## config.mk

```make
export PLATFORM = sky130hd
export DESIGN_NAME = axi_regs_top_rab
export DESIGN_NICKNAME = d
export VERILOG_FILES = /design/src/hw/rab_cfg_pkg.sv /design/src/hw/axil_write_slave.sv /design/src/hw/axil_read_slave.sv /design/src/hw/rab_cfg_regfile.sv /design/src/hw/l2_tlb_write_port.sv /design/src/hw/axi_regs_top_rab.sv
export SDC_FILE = /design/constraint.sdc
export NUM_CORES = 2
export LEC_CHECK = 0
export ABC_AREA = 1
export BUFFER_PORTS_ARGS = -buffer_cell sky130_fd_sc_hd__buf_2
export CORE_AREA = 3 3 511 513
export CTS_BUF_LIST = sky130_fd_sc_hd__clkbuf_2
export DETAILED_ROUTE_END_ITERATION = 8
export DIE_AREA = 0 0 514 516
export PLACE_DENSITY = 0.37
export SYNTH_ARGS = -nofsm -noshare
export SYNTH_HDL_FRONTEND = slang
export SYNTH_SLANG_ARGS = --single-unit
```

## constraint.sdc

```tcl
create_clock -name s_axi_aclk -period 4.05 [get_ports s_axi_aclk]
set_clock_uncertainty 0.2 [all_clocks]
set_input_delay 0.405 -clock s_axi_aclk [delete_from_list [all_inputs] [get_ports s_axi_aclk]]
set_output_delay 0.405 -clock s_axi_aclk [all_outputs]
set_load 0.03 [all_outputs]
```

## src/hw/rab_cfg_pkg.sv

```systemverilog
`default_nettype none

package rab_cfg_pkg;

   // ************************************************************
   // bus and register file geometry
   // ************************************************************

   localparam int data_width    = 32;
   localparam int strb_width    = data_width / 8;
   localparam int addr_width    = 32;
   localparam int reg_entries   = 32;
   localparam int reg_idx_msb   = $clog2(reg_entries) + 1;   // index is addr[6:2]
   localparam int reg_idx_width = reg_idx_msb - 1;

   localparam int n_ports = 2;   // l2 tlb ports

   // window 0 is the register file, window j+1 is tlb port j
   localparam logic [addr_width-1:0] l2_window_size = 32'h0000_4000;

   localparam logic [1:0] resp_okay = 2'b00;

   // one accepted write, as seen after both channels have been taken
   typedef struct packed {
      logic                  en;     // single cycle strobe
      logic [addr_width-1:0] addr;
      logic [data_width-1:0] data;
      logic [strb_width-1:0] strb;
   } wr_cmd_t;

   // write port toward one second level tlb
   typedef struct packed {
      logic                  wren;
      logic [addr_width-1:0] addr;   // word index inside the window
      logic [data_width-1:0] data;
   } tlb_wr_t;

   typedef logic [reg_entries-1:0][data_width-1:0] cfg_array_t;

endpackage

`default_nettype wire

```

## src/hw/axil_write_slave.sv

```systemverilog
`default_nettype none

module axil_write_slave
(
   input  wire logic                                 s_axi_aclk,
   input  wire logic                                 s_axi_aresetn,
   input  wire logic [rab_cfg_pkg::addr_width-1:0]   s_axi_awaddr,
   input  wire logic                                 s_axi_awvalid,
   output logic                                      s_axi_awready,
   input  wire logic [rab_cfg_pkg::data_width-1:0]   s_axi_wdata,
   input  wire logic [rab_cfg_pkg::strb_width-1:0]   s_axi_wstrb,
   input  wire logic                                 s_axi_wvalid,
   output logic                                      s_axi_wready,
   output logic [1:0]                                s_axi_bresp,
   output logic                                      s_axi_bvalid,
   input  wire logic                                 s_axi_bready,
   output rab_cfg_pkg::wr_cmd_t                      wr_cmd
);

   logic                                 awaddr_done;
   logic                                 wdata_done;
   logic                                 both_done;
   logic                                 both_done_dly;
   logic                                 wresp_done;
   logic                                 wresp_running;
   logic [rab_cfg_pkg::addr_width-1:0]   waddr_reg;
   logic [rab_cfg_pkg::data_width-1:0]   wdata_reg;
   logic [rab_cfg_pkg::strb_width-1:0]   wstrb_reg;

   assign both_done = awaddr_done & wdata_done;

   always_ff @(posedge s_axi_aclk or negedge s_axi_aresetn)
   begin
      if (!s_axi_aresetn)
         both_done_dly <= 1'b0;
      else
         both_done_dly <= both_done;
   end

   // ************************************************************
   // address and data channels
   // ************************************************************

   always_ff @(posedge s_axi_aclk or negedge s_axi_aresetn)
   begin
      if (!s_axi_aresetn)
      begin
         s_axi_awready <= 1'b1;
         awaddr_done   <= 1'b0;
      end
      else if (s_axi_awready && s_axi_awvalid)
      begin
         s_axi_awready <= 1'b0;
         awaddr_done   <= 1'b1;
      end
      else if (awaddr_done && wresp_done)   // free after bready
      begin
         s_axi_awready <= 1'b1;
         awaddr_done   <= 1'b0;
      end
   end

   always_ff @(posedge s_axi_aclk or negedge s_axi_aresetn)
   begin
      if (!s_axi_aresetn)
      begin
         s_axi_wready <= 1'b1;
         wdata_done   <= 1'b0;
      end
      else if (s_axi_wready && s_axi_wvalid)
      begin
         s_axi_wready <= 1'b0;
         wdata_done   <= 1'b1;
      end
      else if (wdata_done && wresp_done)
      begin
         s_axi_wready <= 1'b1;
         wdata_done   <= 1'b0;
      end
   end

   // payload follows the handshakes
   always_ff @(posedge s_axi_aclk)
   begin
      if (s_axi_awready && s_axi_awvalid)
         waddr_reg <= s_axi_awaddr;
      if (s_axi_wready && s_axi_wvalid)
      begin
         wdata_reg <= s_axi_wdata;
         wstrb_reg <= s_axi_wstrb;
      end
   end

   // ************************************************************
   // response channel
   // ************************************************************

   always_ff @(posedge s_axi_aclk or negedge s_axi_aresetn)
   begin
      if (!s_axi_aresetn)
      begin
         s_axi_bvalid  <= 1'b0;
         wresp_done    <= 1'b0;
         wresp_running <= 1'b0;
      end
      else if (both_done && !wresp_done)
      begin
         if (!wresp_running)
         begin
            s_axi_bvalid  <= 1'b1;
            wresp_running <= 1'b1;
         end
         else if (s_axi_bready)
         begin
            s_axi_bvalid  <= 1'b0;
            wresp_done    <= 1'b1;
            wresp_running <= 1'b0;
         end
      end
      else
      begin
         s_axi_bvalid  <= 1'b0;   // idle or channels releasing
         wresp_done    <= 1'b0;
         wresp_running <= 1'b0;
      end
   end

   assign s_axi_bresp = rab_cfg_pkg::resp_okay;

   // first cycle with both address and data held
   assign wr_cmd = '{en:   both_done & ~both_done_dly,
                     addr: waddr_reg,
                     data: wdata_reg,
                     strb: wstrb_reg};

endmodule

`default_nettype wire

```

## src/hw/axil_read_slave.sv

```systemverilog
`default_nettype none

module axil_read_slave
(
   input  wire logic                                    s_axi_aclk,
   input  wire logic                                    s_axi_aresetn,
   input  wire logic [rab_cfg_pkg::addr_width-1:0]      s_axi_araddr,
   input  wire logic                                    s_axi_arvalid,
   output logic                                         s_axi_arready,
   output logic [rab_cfg_pkg::data_width-1:0]           s_axi_rdata,
   output logic [1:0]                                   s_axi_rresp,
   output logic                                         s_axi_rvalid,
   input  wire logic                                    s_axi_rready,
   output logic [rab_cfg_pkg::reg_idx_width-1:0]        rd_idx,
   input  wire logic [rab_cfg_pkg::data_width-1:0]      rd_data
);

   logic                                 araddr_done;
   logic                                 rresp_done;
   logic                                 rresp_running;
   logic [rab_cfg_pkg::addr_width-1:0]   raddr_reg;

   // ************************************************************
   // read address channel
   // ************************************************************

   always_ff @(posedge s_axi_aclk or negedge s_axi_aresetn)
   begin
      if (!s_axi_aresetn)
      begin
         s_axi_arready <= 1'b1;
         araddr_done   <= 1'b0;
      end
      else if (s_axi_arready && s_axi_arvalid)
      begin
         s_axi_arready <= 1'b0;
         araddr_done   <= 1'b1;
      end
      else if (araddr_done && rresp_done)
      begin
         s_axi_arready <= 1'b1;
         araddr_done   <= 1'b0;
      end
   end

   always_ff @(posedge s_axi_aclk)
   begin
      if (s_axi_arready && s_axi_arvalid)
         raddr_reg <= s_axi_araddr;
   end

   // read response, held until rready
   always_ff @(posedge s_axi_aclk or negedge s_axi_aresetn)
   begin
      if (!s_axi_aresetn)
      begin
         s_axi_rvalid  <= 1'b0;
         rresp_done    <= 1'b0;
         rresp_running <= 1'b0;
      end
      else if (araddr_done && !rresp_done)
      begin
         if (!rresp_running)
         begin
            s_axi_rvalid  <= 1'b1;
            rresp_running <= 1'b1;
         end
         else if (s_axi_rready)
         begin
            s_axi_rvalid  <= 1'b0;
            rresp_done    <= 1'b1;
            rresp_running <= 1'b0;
         end
      end
      else
      begin
         s_axi_rvalid  <= 1'b0;
         rresp_done    <= 1'b0;
         rresp_running <= 1'b0;
      end
   end

   assign rd_idx      = raddr_reg[rab_cfg_pkg::reg_idx_msb:2];   // window aliasing
   assign s_axi_rdata = rd_data;
   assign s_axi_rresp = rab_cfg_pkg::resp_okay;

endmodule

`default_nettype wire

```

## src/hw/rab_cfg_regfile.sv

```systemverilog
`default_nettype none

module rab_cfg_regfile
(
   input  wire logic                                  s_axi_aclk,
   input  wire logic                                  s_axi_aresetn,
   input  wire rab_cfg_pkg::wr_cmd_t                  wr_cmd,
   input  wire logic [rab_cfg_pkg::reg_idx_width-1:0] rd_idx,
   output logic [rab_cfg_pkg::data_width-1:0]         rd_data,
   output rab_cfg_pkg::cfg_array_t                    cfg_regs
);

   logic                                     write_hit;
   logic [rab_cfg_pkg::reg_idx_width-1:0]    wr_idx;

   // only window 0 belongs to the register file
   assign write_hit = wr_cmd.en && (wr_cmd.addr < rab_cfg_pkg::l2_window_size);
   assign wr_idx    = wr_cmd.addr[rab_cfg_pkg::reg_idx_msb:2];

   // ************************************************************
   // configuration words, byte strobed
   // ************************************************************

   always_ff @(posedge s_axi_aclk or negedge s_axi_aresetn)
   begin
      if (!s_axi_aresetn)
         cfg_regs <= '0;
      else if (write_hit)
      begin
         for (int b = 0; b < rab_cfg_pkg::strb_width; b++)
         begin
            if (wr_cmd.strb[b])
               cfg_regs[wr_idx][b*8 +: 8] <= wr_cmd.data[b*8 +: 8];
         end
      end
   end

   assign rd_data = cfg_regs[rd_idx];   // no read latency

endmodule

`default_nettype wire

```

## src/hw/l2_tlb_write_port.sv

```systemverilog
`default_nettype none

module l2_tlb_write_port
(
   input  wire logic                                          s_axi_aclk,
   input  wire logic                                          s_axi_aresetn,
   input  wire rab_cfg_pkg::wr_cmd_t                          wr_cmd,
   output rab_cfg_pkg::tlb_wr_t [rab_cfg_pkg::n_ports-1:0]    tlb_l2
);

   // ************************************************************
   // one write port per l2 tlb
   // ************************************************************

   for (genvar j = 0; j < rab_cfg_pkg::n_ports; j++)
   begin : g_port
      localparam logic [rab_cfg_pkg::addr_width-1:0] win_lo =
         rab_cfg_pkg::addr_width'((j + 1) * rab_cfg_pkg::l2_window_size);
      localparam logic [rab_cfg_pkg::addr_width-1:0] win_hi =
         rab_cfg_pkg::addr_width'((j + 2) * rab_cfg_pkg::l2_window_size);

      logic                                 in_window;
      logic                                 wren_q;
      logic [rab_cfg_pkg::data_width-1:0]   data_q;

      assign in_window = (wr_cmd.addr >= win_lo) && (wr_cmd.addr < win_hi);

      always_ff @(posedge s_axi_aclk or negedge s_axi_aresetn)
      begin
         if (!s_axi_aresetn)
         begin
            wren_q <= 1'b0;
            data_q <= '0;
         end
         else
         begin
            wren_q <= wr_cmd.en && in_window;   // one cycle pulse
            if (wr_cmd.en)
            begin
               // merged on every write, any window
               for (int b = 0; b < rab_cfg_pkg::strb_width; b++)
               begin
                  if (wr_cmd.strb[b])
                     data_q[b*8 +: 8] <= wr_cmd.data[b*8 +: 8];
               end
            end
         end
      end

      assign tlb_l2[j] = '{wren: wren_q,
                           addr: (wr_cmd.addr - win_lo) >> 2,
                           data: data_q};
   end

endmodule

`default_nettype wire

```

## src/hw/axi_regs_top_rab.sv

```systemverilog
`default_nettype none

module axi_regs_top_rab
(
   input  wire logic                                          s_axi_aclk,
   input  wire logic                                          s_axi_aresetn,
   input  wire logic [rab_cfg_pkg::addr_width-1:0]            s_axi_awaddr,
   input  wire logic                                          s_axi_awvalid,
   output logic                                               s_axi_awready,
   input  wire logic [rab_cfg_pkg::data_width-1:0]            s_axi_wdata,
   input  wire logic [rab_cfg_pkg::strb_width-1:0]            s_axi_wstrb,
   input  wire logic                                          s_axi_wvalid,
   output logic                                               s_axi_wready,
   output logic [1:0]                                         s_axi_bresp,
   output logic                                               s_axi_bvalid,
   input  wire logic                                          s_axi_bready,
   input  wire logic [rab_cfg_pkg::addr_width-1:0]            s_axi_araddr,
   input  wire logic                                          s_axi_arvalid,
   output logic                                               s_axi_arready,
   output logic [rab_cfg_pkg::data_width-1:0]                 s_axi_rdata,
   output logic [1:0]                                         s_axi_rresp,
   output logic                                               s_axi_rvalid,
   input  wire logic                                          s_axi_rready,
   output rab_cfg_pkg::cfg_array_t                            cfg_regs,
   output rab_cfg_pkg::tlb_wr_t [rab_cfg_pkg::n_ports-1:0]    tlb_l2
);

   rab_cfg_pkg::wr_cmd_t                     wr_cmd;
   logic [rab_cfg_pkg::reg_idx_width-1:0]    rd_idx;
   logic [rab_cfg_pkg::data_width-1:0]       rd_data;

   // ************************************************************
   // axi-lite front end
   // ************************************************************

   axil_write_slave i_axil_write_slave
   (
      .s_axi_aclk    (s_axi_aclk),
      .s_axi_aresetn (s_axi_aresetn),
      .s_axi_awaddr  (s_axi_awaddr),
      .s_axi_awvalid (s_axi_awvalid),
      .s_axi_awready (s_axi_awready),
      .s_axi_wdata   (s_axi_wdata),
      .s_axi_wstrb   (s_axi_wstrb),
      .s_axi_wvalid  (s_axi_wvalid),
      .s_axi_wready  (s_axi_wready),
      .s_axi_bresp   (s_axi_bresp),
      .s_axi_bvalid  (s_axi_bvalid),
      .s_axi_bready  (s_axi_bready),
      .wr_cmd        (wr_cmd)
   );

   axil_read_slave i_axil_read_slave
   (
      .s_axi_aclk    (s_axi_aclk),
      .s_axi_aresetn (s_axi_aresetn),
      .s_axi_araddr  (s_axi_araddr),
      .s_axi_arvalid (s_axi_arvalid),
      .s_axi_arready (s_axi_arready),
      .s_axi_rdata   (s_axi_rdata),
      .s_axi_rresp   (s_axi_rresp),
      .s_axi_rvalid  (s_axi_rvalid),
      .s_axi_rready  (s_axi_rready),
      .rd_idx        (rd_idx),
      .rd_data       (rd_data)
   );

   // register file and tlb forwarding share the write command
   rab_cfg_regfile i_rab_cfg_regfile
   (
      .s_axi_aclk    (s_axi_aclk),
      .s_axi_aresetn (s_axi_aresetn),
      .wr_cmd        (wr_cmd),
      .rd_idx        (rd_idx),
      .rd_data       (rd_data),
      .cfg_regs      (cfg_regs)
   );

   l2_tlb_write_port i_l2_tlb_write_port
   (
      .s_axi_aclk    (s_axi_aclk),
      .s_axi_aresetn (s_axi_aresetn),
      .wr_cmd        (wr_cmd),
      .tlb_l2        (tlb_l2)
   );

endmodule

`default_nettype wire

```

==> reports/results.ini <==
[power_and_ir_drop]
p_leak_nw=41.4
vdd_drop_max_mv=0.372
power_w=0.0309
power_density_nw_per_um2=400

[floorplan]
die_y_um=516
ios=1302
coreArea_um2=257000
start_util_pct=22.2
die_x_um=514
die-area_um2=265000
rows=186

[global_routing]
track_usage_pct=25.7
grt_max_degree=100
grt_antenna_before_repair=10
grt_pass1_wl_um=476000
grt_pass1_vias=55059
overflow=0

[routing]
ant_nets=0
drc_errors=0
postRouteWirelength_um=356000
vias=56842
vias_per_cell=4.61
first_pass_iters=7
drt-initial-drc-count=4635
wl_per_cell_um=28.9

[cells_and_area]
fin_cells=12332
fillers=27994
area_growth_pct=35.6
top_register=i_rab_cfg_regfile.cfg_regs
final_nets=8822
final_util_pct=30.1
largest_reg_flops=1024
drive_above_1_share_pct=31.4

[run_status]
violations=negative setup slack
outcome=complete, but fails checks

[cts]
clk-insertion-delay-late_ps=1580
clock_path_buffers=4
cts_made_buffers=359
clk_pin_slew_ps=100
cts_sinks=1144
cts-root-buf=clkbuf_2
htree_levels=5
cts_tree=yes

[timing]
post-route-min-period_ps=4370
slew_headroom_pct=15.6
finalCritPeriodShare_pct=108
max_freq_mhz=229
drv_slew=0
timing.final.ws_setup_ps=-316
setup_violations=41
rsz0062_at_grt=yes
worstMarginPinSlew_ps=1270
hold_violations=0

[synthesis]
synth.cell_area_um2=57000
synth_edf_count=73
synth_area_per_cell_um2=8.13
yosys-top-cells-count=nand2_1, dfrtp_1, o21ai_1
synth.most_common_cell=nand2_1
yosysSeqAreaShare_pct=50.9
yosys-top-cells-area=dfrtp_1, nand2_1, o21ai_1
synth.distinct_cells=30
synth-seq-cells=1144
yosysWarnings=0
yosys.area.top_type=dfrtp_1
synth_top_cell_area_share_pct=46.9
postSynthCellCount=7009
synthFlopType=dfrtp_1
async_flop_share_pct=93.6

[worst_setup_path]
cp-start-kind=register
critPathCaptureType=output port
path_class=reg -> out
critPathMaxFanout=14
reg2reg_to=i_rab_cfg_regfile.cfg_regs[878]$_DFFE_PN0P_
reg2regPathDepth=14
cp.required_ps=3440
r2r_slack_ps=500
cp.arrival_ps=3760
r2r-start=i_axil_write_slave.waddr_reg[16]$_DFFE_PP_

[job]
maxCapViolCount=0

[placement]
hpwlAfterDp_um=256000
post-place-ws_ps=465
placedCellCount=11307
port_buffers=1266
gp_congestion=0.918

[hold_path]
hp-class=in -> async

==> repair_timing <==
item,CTS,global route
buffers inserted,84,53
endpoints found under the setup margin,62,59
gates cloned,35,17
hold endpoints to repair,1229,0
gates resized for setup,543,233
hold buffers,242,0
pin swaps,71,108
==> power by group <==
group	switching, W	leakage (nW)	internal [W]
Clock	0.00576	2.38	0.00377
Combinational	0.00644	23.5	0.00266
Sequential	0.000364	15.5	0.0119
Total	0.0126	41.4	0.0183
==> worst max-delay path, stage by stage (launching register included) <==
cell	delay, ps
edfxtp_1	430
buf_6	150
buf_16	170
buf_12	170
buf_16	190
nand2_2	110
nand3_1	130
nand3_1	100
nand2_1	130
nand2_1	110
nand2_1	100
nand2_1	130
nand2_4	180
buf_6	140
==> cells in the final DEF (no fill, tap or decap), drive strengths merged <==
cell	instances
ha	6
nor3	10
dfstp	3
clkbuf	542
nand4	6
diode	8
dfrtp	1068
conb	8
dlygate4sd3	241
clkinvlp	10
buf	1616
nand2	2618
xnor2	2
edfxtp	73
clkinv	48
o21ai	1030
nand3	872
bufbuf	2
xor2	26
nor2	92
bufinv	6
o21a	26
a21oi	3
inv	632
==> logic make-up (layout without fill, tap and decap cells) <==
kind of cell               Yosys count  after routing  share of synthesized area (%)
DFF                               1144           1144                           50.9
xor gates and xnor gates            28             28                          0.431
AOI/OAI and AO/OA                 1059           1059                           9.96
buffers and inverters             1173           3097                           10.3
and+or+nand+nor                   3598           3598                           28.3
other                                1             16                        0.00658
adders and majority gates            6              6                          0.132
==> routing by layer <==
layer | track usage, % | wire length (um)
met2 | 42.5 | 167000
met1 | 30.9 | 142000
met5 | 0 | 41
met4 | 12.2 | 19400
met3 | 7.04 | 28000
==> cell type report <==
class,instances,area [um^2],share of cell area (%)
Timing Repair Buffer,1872,14200,18.4
Clock inverter,63,439,0.569
Clock buffer,529,2650,3.43
Inverter,630,2450,3.17
Sequential cell,1144,29000,37.5
Timing Repair inverter,3,28.8,0.0373
Antenna cell,8,20.0,0.0259
Multi-Input combinational cell,4699,24200,31.3
Tap cell,3384,4230,5.48
==> how the worst max path moves through the flow <==
stage | startpoint | endpoint
finish | i_axil_read_slave.raddr_reg[2]$_DFFE_PP_ | s_axi_rdata[5]
CTS | i_axil_read_slave.raddr_reg[2]$_DFFE_PP_ | s_axi_rdata[13]
floorplan | i_axil_write_slave.waddr_reg[15]$_DFFE_PP_ | tlb_l2[61]
global placement | i_axil_read_slave.raddr_reg[4]$_DFFE_PP_ | s_axi_rdata[13]
detailed placement | i_axil_read_slave.raddr_reg[2]$_DFFE_PP_ | s_axi_rdata[13]
global route | i_axil_read_slave.raddr_reg[2]$_DFFE_PP_ | s_axi_rdata[20]
==> stage by stage <==
stage	hold slack [ps]	area, um^2	TNS (ps)
5_1_grt	97.3	77200	-25790
6_report	265	77200	-8120
3_3_place_gp	264	66100	0
3_5_place_dp	276	66100	0
4_1_cts	0.0733	75500	-29850
2_1_floorplan	-90.6	57000	0
(Power assumes the default switching activity.)
